<file path="src/hw/bpu_pkg.sv">
package bpu_pkg;

    // datapath and table sizes
    localparam int xlen          = 32;
    localparam int hist_width    = 9;
    localparam int bim_entries   = 512;
    localparam int bim_idx_width = 9;
    localparam int btb_entries   = 256;
    localparam int btb_idx_width = 8;
    localparam int btb_tag_width = 22;   // pc[31:10]
    localparam int ras_depth     = 16;
    localparam int ras_ptr_width = 5;    // counts 0..16

    // rv32 opcodes and link registers
    localparam logic [6:0] op_branch = 7'b1100011;
    localparam logic [6:0] op_jal    = 7'b1101111;
    localparam logic [6:0] op_jalr   = 7'b1100111;
    localparam logic [4:0] reg_ra    = 5'd1;
    localparam logic [4:0] reg_t0    = 5'd5;

    // wishbone register map, byte addresses of 32-bit words
    localparam int wb_addr_width = 4;
    localparam logic [wb_addr_width-1:0] csr_ctrl_addr  = 4'h0;
    localparam logic [wb_addr_width-1:0] csr_total_addr = 4'h4;
    localparam logic [wb_addr_width-1:0] csr_miss_addr  = 4'h8;

    typedef logic [1:0] ctr_t;
    localparam ctr_t ctr_weak_not_taken = 2'b01;

    typedef struct packed {
        logic                     valid;
        logic [btb_tag_width-1:0] tag;
        logic [xlen-1:0]          target;
    } btb_entry_t;

    typedef struct packed {
        logic [xlen-1:0] pc;
        logic [xlen-1:0] inst;
    } fetch_t;

    typedef struct packed {
        logic                  valid;
        logic                  taken;    // actual direction
        logic                  correct;  // earlier prediction matched
        logic [xlen-1:0]       pc;
        logic [xlen-1:0]       inst;
        logic [xlen-1:0]       target;   // actual target
        logic [hist_width-1:0] history;  // history seen at predict time
    } resolve_t;

    typedef struct packed {
        logic            is_ctrl;
        logic            taken;
        logic [xlen-1:0] target;
    } pred_t;

    // bit 3 down to bit 0 in the control register
    typedef struct packed {
        logic pred_en;
        logic btb_en;
        logic ras_en;
        logic gshare_en;
    } ctrl_t;

    localparam ctrl_t ctrl_reset = 4'b1111;

    typedef struct packed {
        logic            is_branch;
        logic            is_jal;
        logic            is_jalr;
        logic            is_call;
        logic            is_ret;
        logic [xlen-1:0] b_offset;
        logic [xlen-1:0] j_offset;
    } inst_class_t;

    typedef struct packed {
        logic                     cyc;
        logic                     stb;
        logic                     we;
        logic [wb_addr_width-1:0] adr;
        logic [31:0]              dat;
        logic [3:0]               sel;
    } wb_req_t;

    typedef struct packed {
        logic        ack;
        logic [31:0] dat;
    } wb_rsp_t;

endpackage
</file>
<file path="src/hw/bpu_csr.sv">
`timescale 1ns/1ps

module bpu_csr (
    input  logic               clk,
    input  logic               rst,
    input  bpu_pkg::wb_req_t   wb_i,
    input  bpu_pkg::resolve_t  resolve_i,
    output bpu_pkg::wb_rsp_t   wb_o,
    output bpu_pkg::ctrl_t     ctrl_o
);

    bpu_pkg::ctrl_t            ctrl_q;
    logic [bpu_pkg::xlen-1:0]  total_q;    // resolved branches
    logic [bpu_pkg::xlen-1:0]  miss_q;     // mispredictions
    logic                      ack_q;
    logic [31:0]               rdata_q;
    logic                      req;
    logic [31:0]               rdata_mux;

    // new request only while no ack is pending
    assign req = wb_i.cyc && wb_i.stb && !ack_q;

    always_ff @(posedge clk or posedge rst) begin
        if (rst) begin
            ack_q   <= 1'b0;
            ctrl_q  <= bpu_pkg::ctrl_reset;
            total_q <= '0;
            miss_q  <= '0;
        end else begin
            ack_q <= req;

            // only the control register is writable
            if (req && wb_i.we && wb_i.sel[0] && (wb_i.adr == bpu_pkg::csr_ctrl_addr)) begin
                ctrl_q <= bpu_pkg::ctrl_t'(wb_i.dat[3:0]);
            end

            if (resolve_i.valid) begin
                total_q <= total_q + 1'b1;
                if (!resolve_i.correct) begin
                    miss_q <= miss_q + 1'b1;
                end
            end
        end
    end

    always_comb begin
        case (wb_i.adr)
            bpu_pkg::csr_ctrl_addr:  rdata_mux = {28'd0, ctrl_q};
            bpu_pkg::csr_total_addr: rdata_mux = total_q;
            bpu_pkg::csr_miss_addr:  rdata_mux = miss_q;
            default:                 rdata_mux = 32'd0;   // unmapped reads as zero
        endcase
    end

    // read data captured alongside the ack
    always_ff @(posedge clk) begin
        if (req) begin
            rdata_q <= rdata_mux;
        end
    end

    assign wb_o.ack = ack_q;
    assign wb_o.dat = rdata_q;
    assign ctrl_o   = ctrl_q;

endmodule

</file>
<file path="config.mk">
export PLATFORM = sky130hd
export DESIGN_NAME = bpu_csr
export DESIGN_NICKNAME = d
export VERILOG_FILES = /design/src/hw/bpu_pkg.sv /design/src/hw/bpu_csr.sv
export SDC_FILE = /design/constraint.sdc
export NUM_CORES = 1
export LEC_CHECK = 0
export ABC_AREA = 1
export BUFFER_PORTS_ARGS = -buffer_cell sky130_fd_sc_hd__buf_4
export CAP_MARGIN = 20
export CELL_PAD_IN_SITES_DETAIL_PLACEMENT = 0
export CELL_PAD_IN_SITES_GLOBAL_PLACEMENT = 1
export CORE_MARGIN = 1
export CORE_UTILIZATION = 39
export DETAILED_ROUTE_END_ITERATION = 8
export PLACE_DENSITY = 0.86
export SYNTH_ARGS = -nofsm -noshare
export SYNTH_HDL_FRONTEND = slang
export SYNTH_SLANG_ARGS = --single-unit
</file>
<file path="constraint.sdc">
create_clock -name clk -period 2.8 [get_ports clk]
set_input_delay 0.14 -clock clk [delete_from_list [all_inputs] [get_ports clk]]
set_output_delay 0.14 -clock clk [all_outputs]
set_load 0.02 [all_outputs]
</file>
# [Word-level counts from Yosys, hierarchy flattened]
# Index checks and enable logic that the tools add are counted.
[totals] inputBits=153 out_inout_bits=37 regBits=101 elab_cells=22
[classes] reduce_logical=8 eq_ne=2 muxes=1 n_bitwise=1 n_addsub=2
[ops] operator="one-hot mux 32 bit (3 select lines)" count=1
[ops] operator="adder 32 x 1 -> 32 bit, second input constant" count=2
[ops] operator="logical AND 1 bit" count=5
[ops] operator="== test 4 x 3 -> 1 bit, second input constant" count=1
[ops] operator="== test 4 bit, second input constant" count=1
[ops] operator="logical NOT 4 bit" count=1
[ops] operator="AND reduction 2 bit" count=1
[ops] operator="logical NOT 1 bit" count=1
[ops] operator="inverter 1 bit" count=1

# [Longest topological paths before layout]
# Gate-level depths: netlist of the first run.
[depth] depth_word=5 ltp_mapped=9 mapped_depth_nobuf=9

# [Least setup slack after synthesis of the first run]
# Ideal clock, no wire load.
[synth_timing] kind="register to register" start="reg ack_q" end="reg rdata_q[0] (enable)" arrival_time_ns=1.161 setup_ns=0.387 path_stages_with_launch=4 path_buffers=0 slack_ns=1.252 synth_period_minus_slack_ns=1.548 required_time_ns=2.413 path_cell_list="dfrtp_1 > nor2_1 > nand2_1 > inv_1"
[synth_between] elab_chain_cells=2
[synth_lines] item="start, declared" line_no="bpu_csr.sv:15" rtl="logic ack_q;"
[synth_lines] item="start signal, assigned" line_no="bpu_csr.sv:30" rtl="ack_q <= req;"
[synth_lines] item="logical NOT 1 bit" line_no="bpu_csr.sv:21" rtl="assign req = wb_i.cyc && wb_i.stb && !ack_q;"
[synth_lines] item="logical AND 1 bit" line_no="bpu_csr.sv:21"
[synth_lines] item="named net req" line_no="bpu_csr.sv:17" rtl="logic req;"
[synth_lines] item="end signal, assigned" line_no="bpu_csr.sv:58" rtl="rdata_q <= rdata_mux;"
[synth_lines] item="end, declared" line_no="bpu_csr.sv:16" rtl="logic [31:0] rdata_q;"
# The timed path passes the listed nets, and every way through them passes these cells.
# A chain may end at the register's enable or synchronous reset.

# [Worst setup path in the final report of the first run]
[layout_timing] start="reg miss_q[1] (netlist bit)" end="reg miss_q[20] (netlist bit)"
[layout_between] elab_chain_cells=1
[layout_lines] item="start, declared" line_no="bpu_csr.sv:14" rtl="logic [bpu_pkg::xlen-1:0] miss_q;"
[layout_lines] item="start signal, assigned" line_no="bpu_csr.sv:40" rtl="miss_q <= miss_q + 1'b1;"
[layout_lines] item="adder 32 x 1 -> 32 bit" line_no="bpu_csr.sv:40"
# No other way between the ends.

==> impl_metrics.tcl, run 1 <==
set metrics [dict create \
    gr-total-overflow 0 \
    netlist_instances 605 \
    clkTransAtPathRegs_ps 70 \
    finalSetupViolations 0 \
    finalClockSkew_ps 9.75 \
    dieArea_um2 13900 \
    wirelength_um 12600 \
    drc_errors 0 \
    finalNonFillerCells 845 \
    fmax_mhz 654 \
    layout.nets 819 \
    grt_pass1_vias 4033 \
    peakVddDrop_uv 318 \
    clock_latency_ps 350 \
    num_rows 42 \
    startpoint_type "flip-flop" \
    htree_levels 3 \
    synth_top_area_share_pct 31.0 \
    syn_nets 760 \
    synth-edff-count 32 \
    yosysSeqAreaShare_pct 51.3 \
    grtUsageMet1_pct 27.1 \
    grt-busiest-layer "met2" \
    yosys_most_used_dff "dfrtp_1" \
    rsz0062_at_grt "no" \
    cts_tree "built" \
    setup_tns_ps 0 \
    yosys-top-cells-area "dfrtp_1 (31%), edfxtp_1 (18%), nand2_1 (11%), inv_1 (6.5%), xor2_1 (5.5%)" \
    synth_top_cell_by_area "dfrtp_1" \
    maxSlewViolCount 0 \
    slew_headroom_pct 39.3 \
    cts.hold.buffers_added 0 \
    n_fill_cell 1305 \
    numPortBuffers 52 \
    start_util_pct 39.8 \
    placed_cell_area_um2 5850 \
    dieHeight_um 118 \
    grt_use_met3_pct 2.86 \
    cts_inserted_buffers 9 \
    leakage_nw 2.76 \
    drtIter0Drc 349 \
    pin_count 190 \
    drive_gt1_share_pct 17.2 \
    r2r_slack_ps 1270 \
    gp_congestion 0.866 \
    cp-startpoint "miss_q[1]" \
    cap_violations 0 \
    antenna_found_initial 0 \
    fin_area_um2 6150 \
    hold_violations 0 \
    viasPerCell 4.88 \
    ys_ff_latch 101 \
    criticalPathCategory "reg2reg" \
    dp_cells 829 \
    diodes 0 \
    hp-start "wb_i[7]" \
    crit_required_ps 3040 \
    root_buffer "clkbuf_16" \
    wl_per_cell_um 14.9 \
    syn_avg_cell_area_um2 8.68 \
    clkSinkCount 101 \
    synthArstFlopShare_pct 68.3 \
    final_antenna_net_count 0 \
    finalCritPeriodShare_pct 54.6 \
    grt_usage_pct 19.6 \
    worstSetupEndpointType "flip-flop" \
    postCtsResizedCells 0 \
    grt_pass1_wl_um 21000 \
    die_w_um 118 \
    crit_arrival_ps 1770 \
    min_path_type "in2reg" \
    cts_setup_buffers 0 \
    r2r-start "miss_q[1]" \
    grt_max_degree 70 \
    worstMarginPinSlew_ps 911 \
    vias 4125 \
    yosys_warnings 0 \
    syn_area_um2 5250 \
    period_needed_ps 1530 \
    yosysUniqueCellTypes 35 \
    cts_buffer_depth 2 \
    core_um2 13200 \
    firstDrtPassIters 5 \
    crit_fanout 7 \
    syn2layout_area_growth_pct 17.2 \
    status "finished, final reports clean" \
    dp_hpwl_um 9390 \
    grtUsageMet2_pct 30.4 \
    pwr_density_cell_nw_per_um2 586 \
]
[through the flow]
step	setup WS, ps	util, %	hold slack, ps	total power [mW]
final	1270	46.7	15.6	3.61
after floorplan	927	-	252	2.18
after CTS	1260	46.7	13.6	3.63
after global routing	1110	46.7	26.0	3.77
after global placement	1220	44.4	381	2.33
after detailed placement	1190	44.4	384	2.36
[cells by family after synthesis]
| family | after synthesis | share of synthesized area, % |
|---|---|---|
| fa+ha+maj | 2 | 0.476 |
| compound gates | 39 | 4.48 |
| buf+inv | 102 | 7.67 |
| flops | 101 | 51.3 |
| xor+xnor | 36 | 6.00 |
| simple gates | 325 | 30.1 |
[flip-flops by register name, summed over array words and instances (netlist names)]
signal / cells
miss_q: 32
rdata_q: 32
ack_q: 1
total_q: 32
ctrl_o: 4
[critical path, cell delays in order (launching register included)]
cell     delay [ps]
dfrtp_1         380
ha_1            180
nand2_1          90
nor2_1          190
nand2_4         140
nor2_8          180
nand2_4          90
o21ai_2         110
nand2_1          50
[synthesized netlist by cell type (2+ instances only)]
cell,instances
and2_1,2
clkbuf_1,5
dfrtp_1,65
dfstp_2,4
edfxtp_1,32
ha_1,2
inv_1,91
inv_2,2
nand2_1,152
nand2_2,7
nand2_4,4
nand3_1,55
nand4_1,17
nor2_1,60
nor2_2,5
nor2_4,12
nor2_8,3
nor3_1,4
o211ai_1,2
o21ai_0,15
o221ai_1,2
o22ai_1,17
xnor2_1,3
xor2_1,33
[where the power goes]
group | switching, mW | internal (mW)
clock network | 0.559 | 0.721
logic | 0.333 | 0.183
registers | 0.144 | 1.67
[layout by cell type, fill, tap and decap left out, types with 2 or more instances in the layout]
master,count
nor2_1,60
o211ai_1,2
nand2_1,152
xnor2_1,3
nand4_1,17
nand2_4,4
nor3_1,4
buf_4,56
o22ai_1,17
o221ai_1,2
nor2_4,12
nor2_8,3
ha_1,2
nand3_1,55
and2_1,2
xor2_1,33
inv_1,90
inv_2,3
nor2_2,5
edfxtp_1,32
o21ai_0,15
clkbuf_16,9
nand2_2,7
dfrtp_1,65
dfstp_2,4
[cell type report]
class | count | area, um^2 | area share, %
flip-flops and latches | 101 | 2690 | 43.8
multi-input cells | 402 | 2160 | 35.1
repair buffers | 56 | 420 | 6.83
inverters | 94 | 360 | 5.86
clock buffers | 11 | 243 | 3.94
well taps | 176 | 220 | 3.58
clock inverters | 5 | 60.1 | 0.976
[layer usage]
metal,part of all wire (%),wire length [um]
met1,47,5960
met2,45,5710
met3,5.0,622
met4,2.1,270
met5,0,0
[final timing paths]
| path | cells after the start | end |
|---|---|---|
| worst min register to register | 2 | total_q[31] |
| worst min-delay path | 3 | ctrl_o[3] |
| max in group asynchronous | 3 | total_q[22] |
| worst max register to register | 8 | miss_q[20] |
| min in group asynchronous | 3 | miss_q[0] |
| worst max-delay path | 8 | miss_q[20] |
No activity file was read; power rests on OpenSTA's default activity.
==> inputs of run 2 (changes only) <==
--- a/config.mk
+++ b/config.mk
@@ -11,9 +11,9 @@
 export CELL_PAD_IN_SITES_DETAIL_PLACEMENT = 0
 export CELL_PAD_IN_SITES_GLOBAL_PLACEMENT = 1
 export CORE_MARGIN = 1
-export CORE_UTILIZATION = 39
+export CORE_UTILIZATION = 33
 export DETAILED_ROUTE_END_ITERATION = 8
-export PLACE_DENSITY = 0.86
+export PLACE_DENSITY = 0.77
 export SYNTH_ARGS = -nofsm -noshare
 export SYNTH_HDL_FRONTEND = slang
 export SYNTH_SLANG_ARGS = --single-unit
==> constraint.sdc (replaced) <==
create_clock -name clk -period 1.4 [get_ports clk]
set_input_delay 0.07 -clock clk [delete_from_list [all_inputs] [get_ports clk]]
set_output_delay 0.07 -clock clk [all_outputs]
set_load 0.02 [all_outputs]
==> run 2 against run 1 <==
- the flow now finishes with violations (setup timing)
- hold slack better by 2.0 ps
- first-iteration DRC count down 1.1%
- count of clock-buffer cells in the layout up 2
- utilization down 2.3 points
- register-to-register slack worse by 1300 ps
- global-route usage down 2.1 points
- final cell count up 9.8%
- sequential power up 99%
- combinational power rose to 2.9 times the previous value
- flip-flop and latch count unchanged
- critical endpoint is now total_q[14]
==> impl_metrics.tcl, run 2 (synthesis results as in run 1) <==
set metrics [dict create \
    grt_usage_pct 17.4 \
    peakVddDrop_uv 581 \
    final_common_cell "nand2_1" \
    clkTransAtPathRegs_ps 60 \
    wirelength_um 13400 \
    drive_gt1_share_pct 27.9 \
    finalNonFillerCells 928 \
    die_w_um 128 \
    min_path_type "in2reg" \
    criticalPathCategory "reg2reg" \
    hold_violations 0 \
    fmax_mhz 701 \
    wl_per_cell_um 14.5 \
    numPortBuffers 52 \
    cp-startpoint "total_q[0]" \
    grt_max_degree 33 \
    top_regs "miss_q x32, rdata_q x32, total_q x32" \
    worstMarginPinSlew_ps 566 \
    dieArea_um2 16400 \
    r2r-start "total_q[0]" \
    cts_buffer_depth 2 \
    layout.nets 867 \
    dp_hpwl_um 10400 \
    gr-total-overflow 0 \
    rsz0062_at_grt "yes" \
    htree_levels 3 \
    leakage_nw 3.04 \
    cts_inserted_buffers 9 \
    finalClockSkew_ps 7.55 \
    final_antenna_net_count 0 \
    pwr_density_cell_nw_per_um2 1110 \
    gp_congestion 0.846 \
    crit_chain "ha_2 > nand2_4 > inv_2 > nand2_2 > nor2_4 > buf_6 > xor2_1" \
    num_rows 45 \
    root_buffer "clkbuf_16" \
    timing.final.ws_setup_ps -27.3 \
    crit_required_ps 1680 \
    antenna_found_initial 0 \
    syn2layout_area_growth_pct 29.7 \
    dieHeight_um 128 \
    diodes 0 \
    crit_fanout 8 \
    viasPerCell 4.68 \
    n_fill_cell 1477 \
    drc_errors 0 \
    drtIter0Drc 345 \
    start_util_pct 34.2 \
    clkSinkCount 101 \
    grt_pass1_wl_um 21600 \
    worst-path-buf-inv 2 \
    grt_pass1_vias 4030 \
    maxSlewViolCount 0 \
    mostFrequentLayoutCells "nand2_1 (142), buf_4 (90), inv_1 (87)" \
    cp_top_family "flip-flops" \
    startpoint_type "flip-flop" \
    worstSetupEndpointType "flip-flop" \
    dp_cells 898 \
    cap_violations 0 \
    firstDrtPassIters 5 \
    fin_util_pct 44.3 \
    violations "setup timing" \
    period_needed_ps 1430 \
    worst_path_largest_cell_delay_ps 400 \
    crit_arrival_ps 1710 \
    core_um2 15400 \
    finalSetupViolations 5 \
    clock_latency_ps 360 \
    pin_count 190 \
    slew_headroom_pct 62.2 \
    cts_tree "built" \
    hp-start "resolve_i[107]" \
    whs_ps 17.6 \
    slowest_stage "dfrtp_1" \
    finalCritPeriodShare_pct 102 \
    status "finished, violations left" \
    vias 4339 \
    p_total_mw 7.53 \
]
-- run 2: where the power goes --
part | switching (mW) | internal (mW)
clock | 1.10 | 1.35
combinational | 0.834 | 0.648
sequential | 0.269 | 3.34
-- run 2: per-stage QoR --
| step | worst slack, ps | setup TNS [ps] | instance area (um^2) |
|---|---|---|---|
| floorplan | 83.9 | 0 | 5260 |
| global placement | -134 | -932 | 6220 |
| detailed placement | -132 | -2340 | 6220 |
| CTS | -13.1 | -13.1 | 6610 |
| global route | -113 | -1140 | 6810 |
| finish | -27.3 | -89.9 | 6810 |
-- run 2: path summary, 6_finish.rpt --
| check | to | slack (ps) | depth (start not counted) |
|---|---|---|---|
| hold / removal | total_q[0] | 20 | 2 |
| setup reg to reg | total_q[14] | -30 | 7 |
| hold reg to reg | ctrl_o[0] | 490 | 2 |
| max in group asynchronous | ctrl_o[2] | 590 | 4 |
| min in group asynchronous | total_q[9] | 250 | 3 |
| setup / recovery | total_q[14] | -30 | 7 |
-- run 2: metal layers --
metal  vias up  GRT usage (%)  part of all wire (%)
met5         -              0                     0
met4         0           6.44                   1.5
met3        13           2.75                   4.0
met2        95           26.5                    45
met1      2080           25.0                    50
li1       2151              -                     -
-- run 2: cell type report --
cell class	count	area, um^2	share of cell area [%]
Multi-Input combinational cell	402	2320	34.1
Clock inverter	3	18.8	0.276
Tap cell	211	264	3.88
Timing Repair Buffer	104	871	12.8
Sequential cell	101	2700	39.6
Inverter	94	368	5.40
Clock buffer	13	270	3.97
-- run 2: repair_timing --
item,4_1_cts,5_1_grt
hold buffers,5,0
buffers inserted,2,7
gates resized for setup,13,45
pin swaps,3,18
endpoints found under the setup margin,23,41
endpoints found under the hold margin,53,0
==> inputs of run 3 (changes only) <==
--- a/config.mk
+++ b/config.mk
@@ -10,10 +10,10 @@
 export CAP_MARGIN = 20
 export CELL_PAD_IN_SITES_DETAIL_PLACEMENT = 0
 export CELL_PAD_IN_SITES_GLOBAL_PLACEMENT = 1
-export CORE_MARGIN = 1
+export CORE_MARGIN = 1.5
 export CORE_UTILIZATION = 33
 export DETAILED_ROUTE_END_ITERATION = 8
-export PLACE_DENSITY = 0.77
+export PLACE_DENSITY_LB_ADDON = 0.1
 export SYNTH_ARGS = -nofsm -noshare
 export SYNTH_HDL_FRONTEND = slang
 export SYNTH_SLANG_ARGS = --single-unit
==> run 3 against run 2 <==
- the flow still finishes with violations (setup timing)
- sequential share of layout area fell by 0.89 points
- critical path depth unchanged
- clock skew grew 1.6 ps
- design area grew 2.4%
- non-clock buffer count rose by 16
- largest cell class unchanged
- clock power increased by 11%
- combinational power rose by 13%
==> impl_metrics.tcl, run 3 (synthesis results as in run 1) <==
set metrics [dict create \
    criticalPathCategory "reg2reg" \
    cts_inserted_buffers 9 \
    dp_hpwl_um 11100 \
    cap_violations 0 \
    switchingPower_mw 2.31 \
    root_buffer "clkbuf_16" \
    cp-startpoint "total_q[0]" \
    slew_headroom_pct 71.5 \
    crit_arrival_ps 1700 \
    wirelength_um 14300 \
    grt-busiest-layer "met2" \
    pwr-share-seq_pct 45.1 \
    dp_slack_ps -111 \
    grt_max_degree 33 \
    crit_required_ps 1680 \
    fmax_mhz 704 \
    grt_use_met3_pct 4.21 \
    clkSinkCount 101 \
    fin_util_pct 45.3 \
    hp-start "resolve_i[107]" \
    pin_count 190 \
    drive_gt1_share_pct 29.9 \
    violations "setup timing" \
    core_um2 15400 \
    wl_per_cell_um 15.2 \
    period_needed_ps 1420 \
    p_sw_share_pct 28.8 \
    seq_area_um2 2700 \
    pwr_density_cell_nw_per_um2 1150 \
    maxSlewViolCount 0 \
    diodes 0 \
    p_total_mw 8.02 \
    worstMarginPinSlew_ps 426 \
    numPortBuffers 52 \
    antenna_found_initial 0 \
    drc_errors 0 \
    mostFrequentLayoutCells "nand2_1 (140), buf_4 (108), inv_1 (87)" \
    die_w_um 129 \
    slowest_stage "dfrtp_1" \
    top_regs "miss_q x32, rdata_q x32, total_q x32" \
    n_fill_cell 1542 \
    finalClockSkew_ps 9.13 \
    final_common_cell "nand2_1" \
    finalSetupViolations 4 \
    multi_input_area_um2 2340 \
    layout.nets 883 \
    grt_pass1_vias 4177 \
    syn2layout_area_growth_pct 32.7 \
    num_rows 45 \
    htree_levels 3 \
    timing.final.ws_setup_ps -20.6 \
    placed_cell_area_um2 6310 \
    r2r-start "total_q[0]" \
    firstDrtPassIters 4 \
    crit_chain "ha_2 > nand2_4 > inv_2 > nand2_2 > nor2_4 > buf_4 > xor2_1" \
    gr-total-overflow 0 \
    drtIter0Drc 321 \
    cts_buffer_depth 2 \
    setup_tns_ps -39.9 \
    startpoint_type "flip-flop" \
    vias 4304 \
    leakage_nw 3.14 \
    grtUsageMet1_pct 26.9 \
    dieHeight_um 129 \
    start_util_pct 34.2 \
    peakVddDrop_uv 548 \
    viasPerCell 4.56 \
    combPwrFrac_pct 20.9 \
    grt_pass1_wl_um 23100 \
    internal-power_mw 5.71 \
    clkTransAtPathRegs_ps 70 \
    rsz0062_at_grt "yes" \
    clock_latency_ps 360 \
    grtUsageMet2_pct 28.5 \
    dieArea_um2 16700 \
    status "finished, violations left" \
    finalCritPeriodShare_pct 101 \
    worst_path_largest_cell_delay_ps 420 \
    cts_tree "built" \
    fin_area_um2 6970 \
    worstSetupEndpointType "flip-flop" \
    clkPwrFrac_pct 34.1 \
    hold_violations 0 \
    gp_congestion 0.803 \
    min_path_type "in2reg" \
    final_antenna_net_count 0 \
    crit_fanout 8 \
    grt_usage_pct 18.6 \
]
==> run 3: cell types whose count changed in the layout (fill, tap and decap cells not counted), sizes merged <==
cell	change
clkbuf	-1
buf	+16
bufinv	+2
clkinv	-1
==> run 3: layout make-up <==
class                           count  share of cell area [%]
Sequential cell                   101                    38.7
Multi-Input combinational cell    402                    33.6
Timing Repair Buffer              120                    14.0
Inverter                           94                    5.31
Tap cell                          211                    3.79
Clock buffer                       12                    3.54
Clock inverter                      4                    1.06
==> run 3: worst paths after layout <==
check | end | slack [ps] | depth (start not counted)
setup / recovery | total_q[14] | -20 | 7
hold / removal | total_q[0] | 30 | 2
setup reg to reg | total_q[14] | -20 | 7
hold reg to reg | total_q[31] | 480 | 2
max in group asynchronous | miss_q[28] | 620 | 4
min in group asynchronous | total_q[6] | 260 | 3
==> run 3: metal layers <==
| metal | wire, um | vias to the layer above | share of wire (%) |
|---|---|---|---|
| li1 | - | 2183 | - |
| met1 | 7160 | 2035 | 50 |
| met2 | 6470 | 77 | 45 |
| met3 | 567 | 9 | 4.0 |
| met4 | 144 | 0 | 1.0 |
| met5 | 0 | - | 0 |
==> run 3: critical path: cells and delay by family (launching register included) <==
kind                     cells  cell delay (ps)
flip-flops                   1              420
buffers and inverters        2              230
AND/OR/NAND/NOR              3              350
XOR/XNOR                     1              130
adder cells (fa/ha/maj)      1              220
==> run 3: per-stage QoR <==
stage / instances / hold WS (ps)
6_report: 944 / 28.9
2_1_floorplan: 605 / 182
4_1_cts: 935 / 16.7
3_5_place_dp: 912 / 65.5
3_3_place_gp: 912 / 66.7
5_1_grt: 944 / 36.5
==> run 3: repair_timing <==
item	4_1_cts	5_1_grt
gates resized for setup	17	44
hold buffers	5	0
setup buffers	2	10
pin swaps	8	22
endpoints found under the hold margin	39	0
setup endpoints to repair	26	42
gates cloned	0	0
==> run 3: power groups by stage <==
stage          clock [mW]  sequential (mW)  combinational, mW
6_report             2.73             3.61               1.67
5_1_grt              2.94             3.65               1.84
4_1_cts              2.82             3.58               1.56
3_5_place_dp            0             3.63               1.41
3_3_place_gp            0             3.62               1.39
2_1_floorplan           0             3.67              0.698
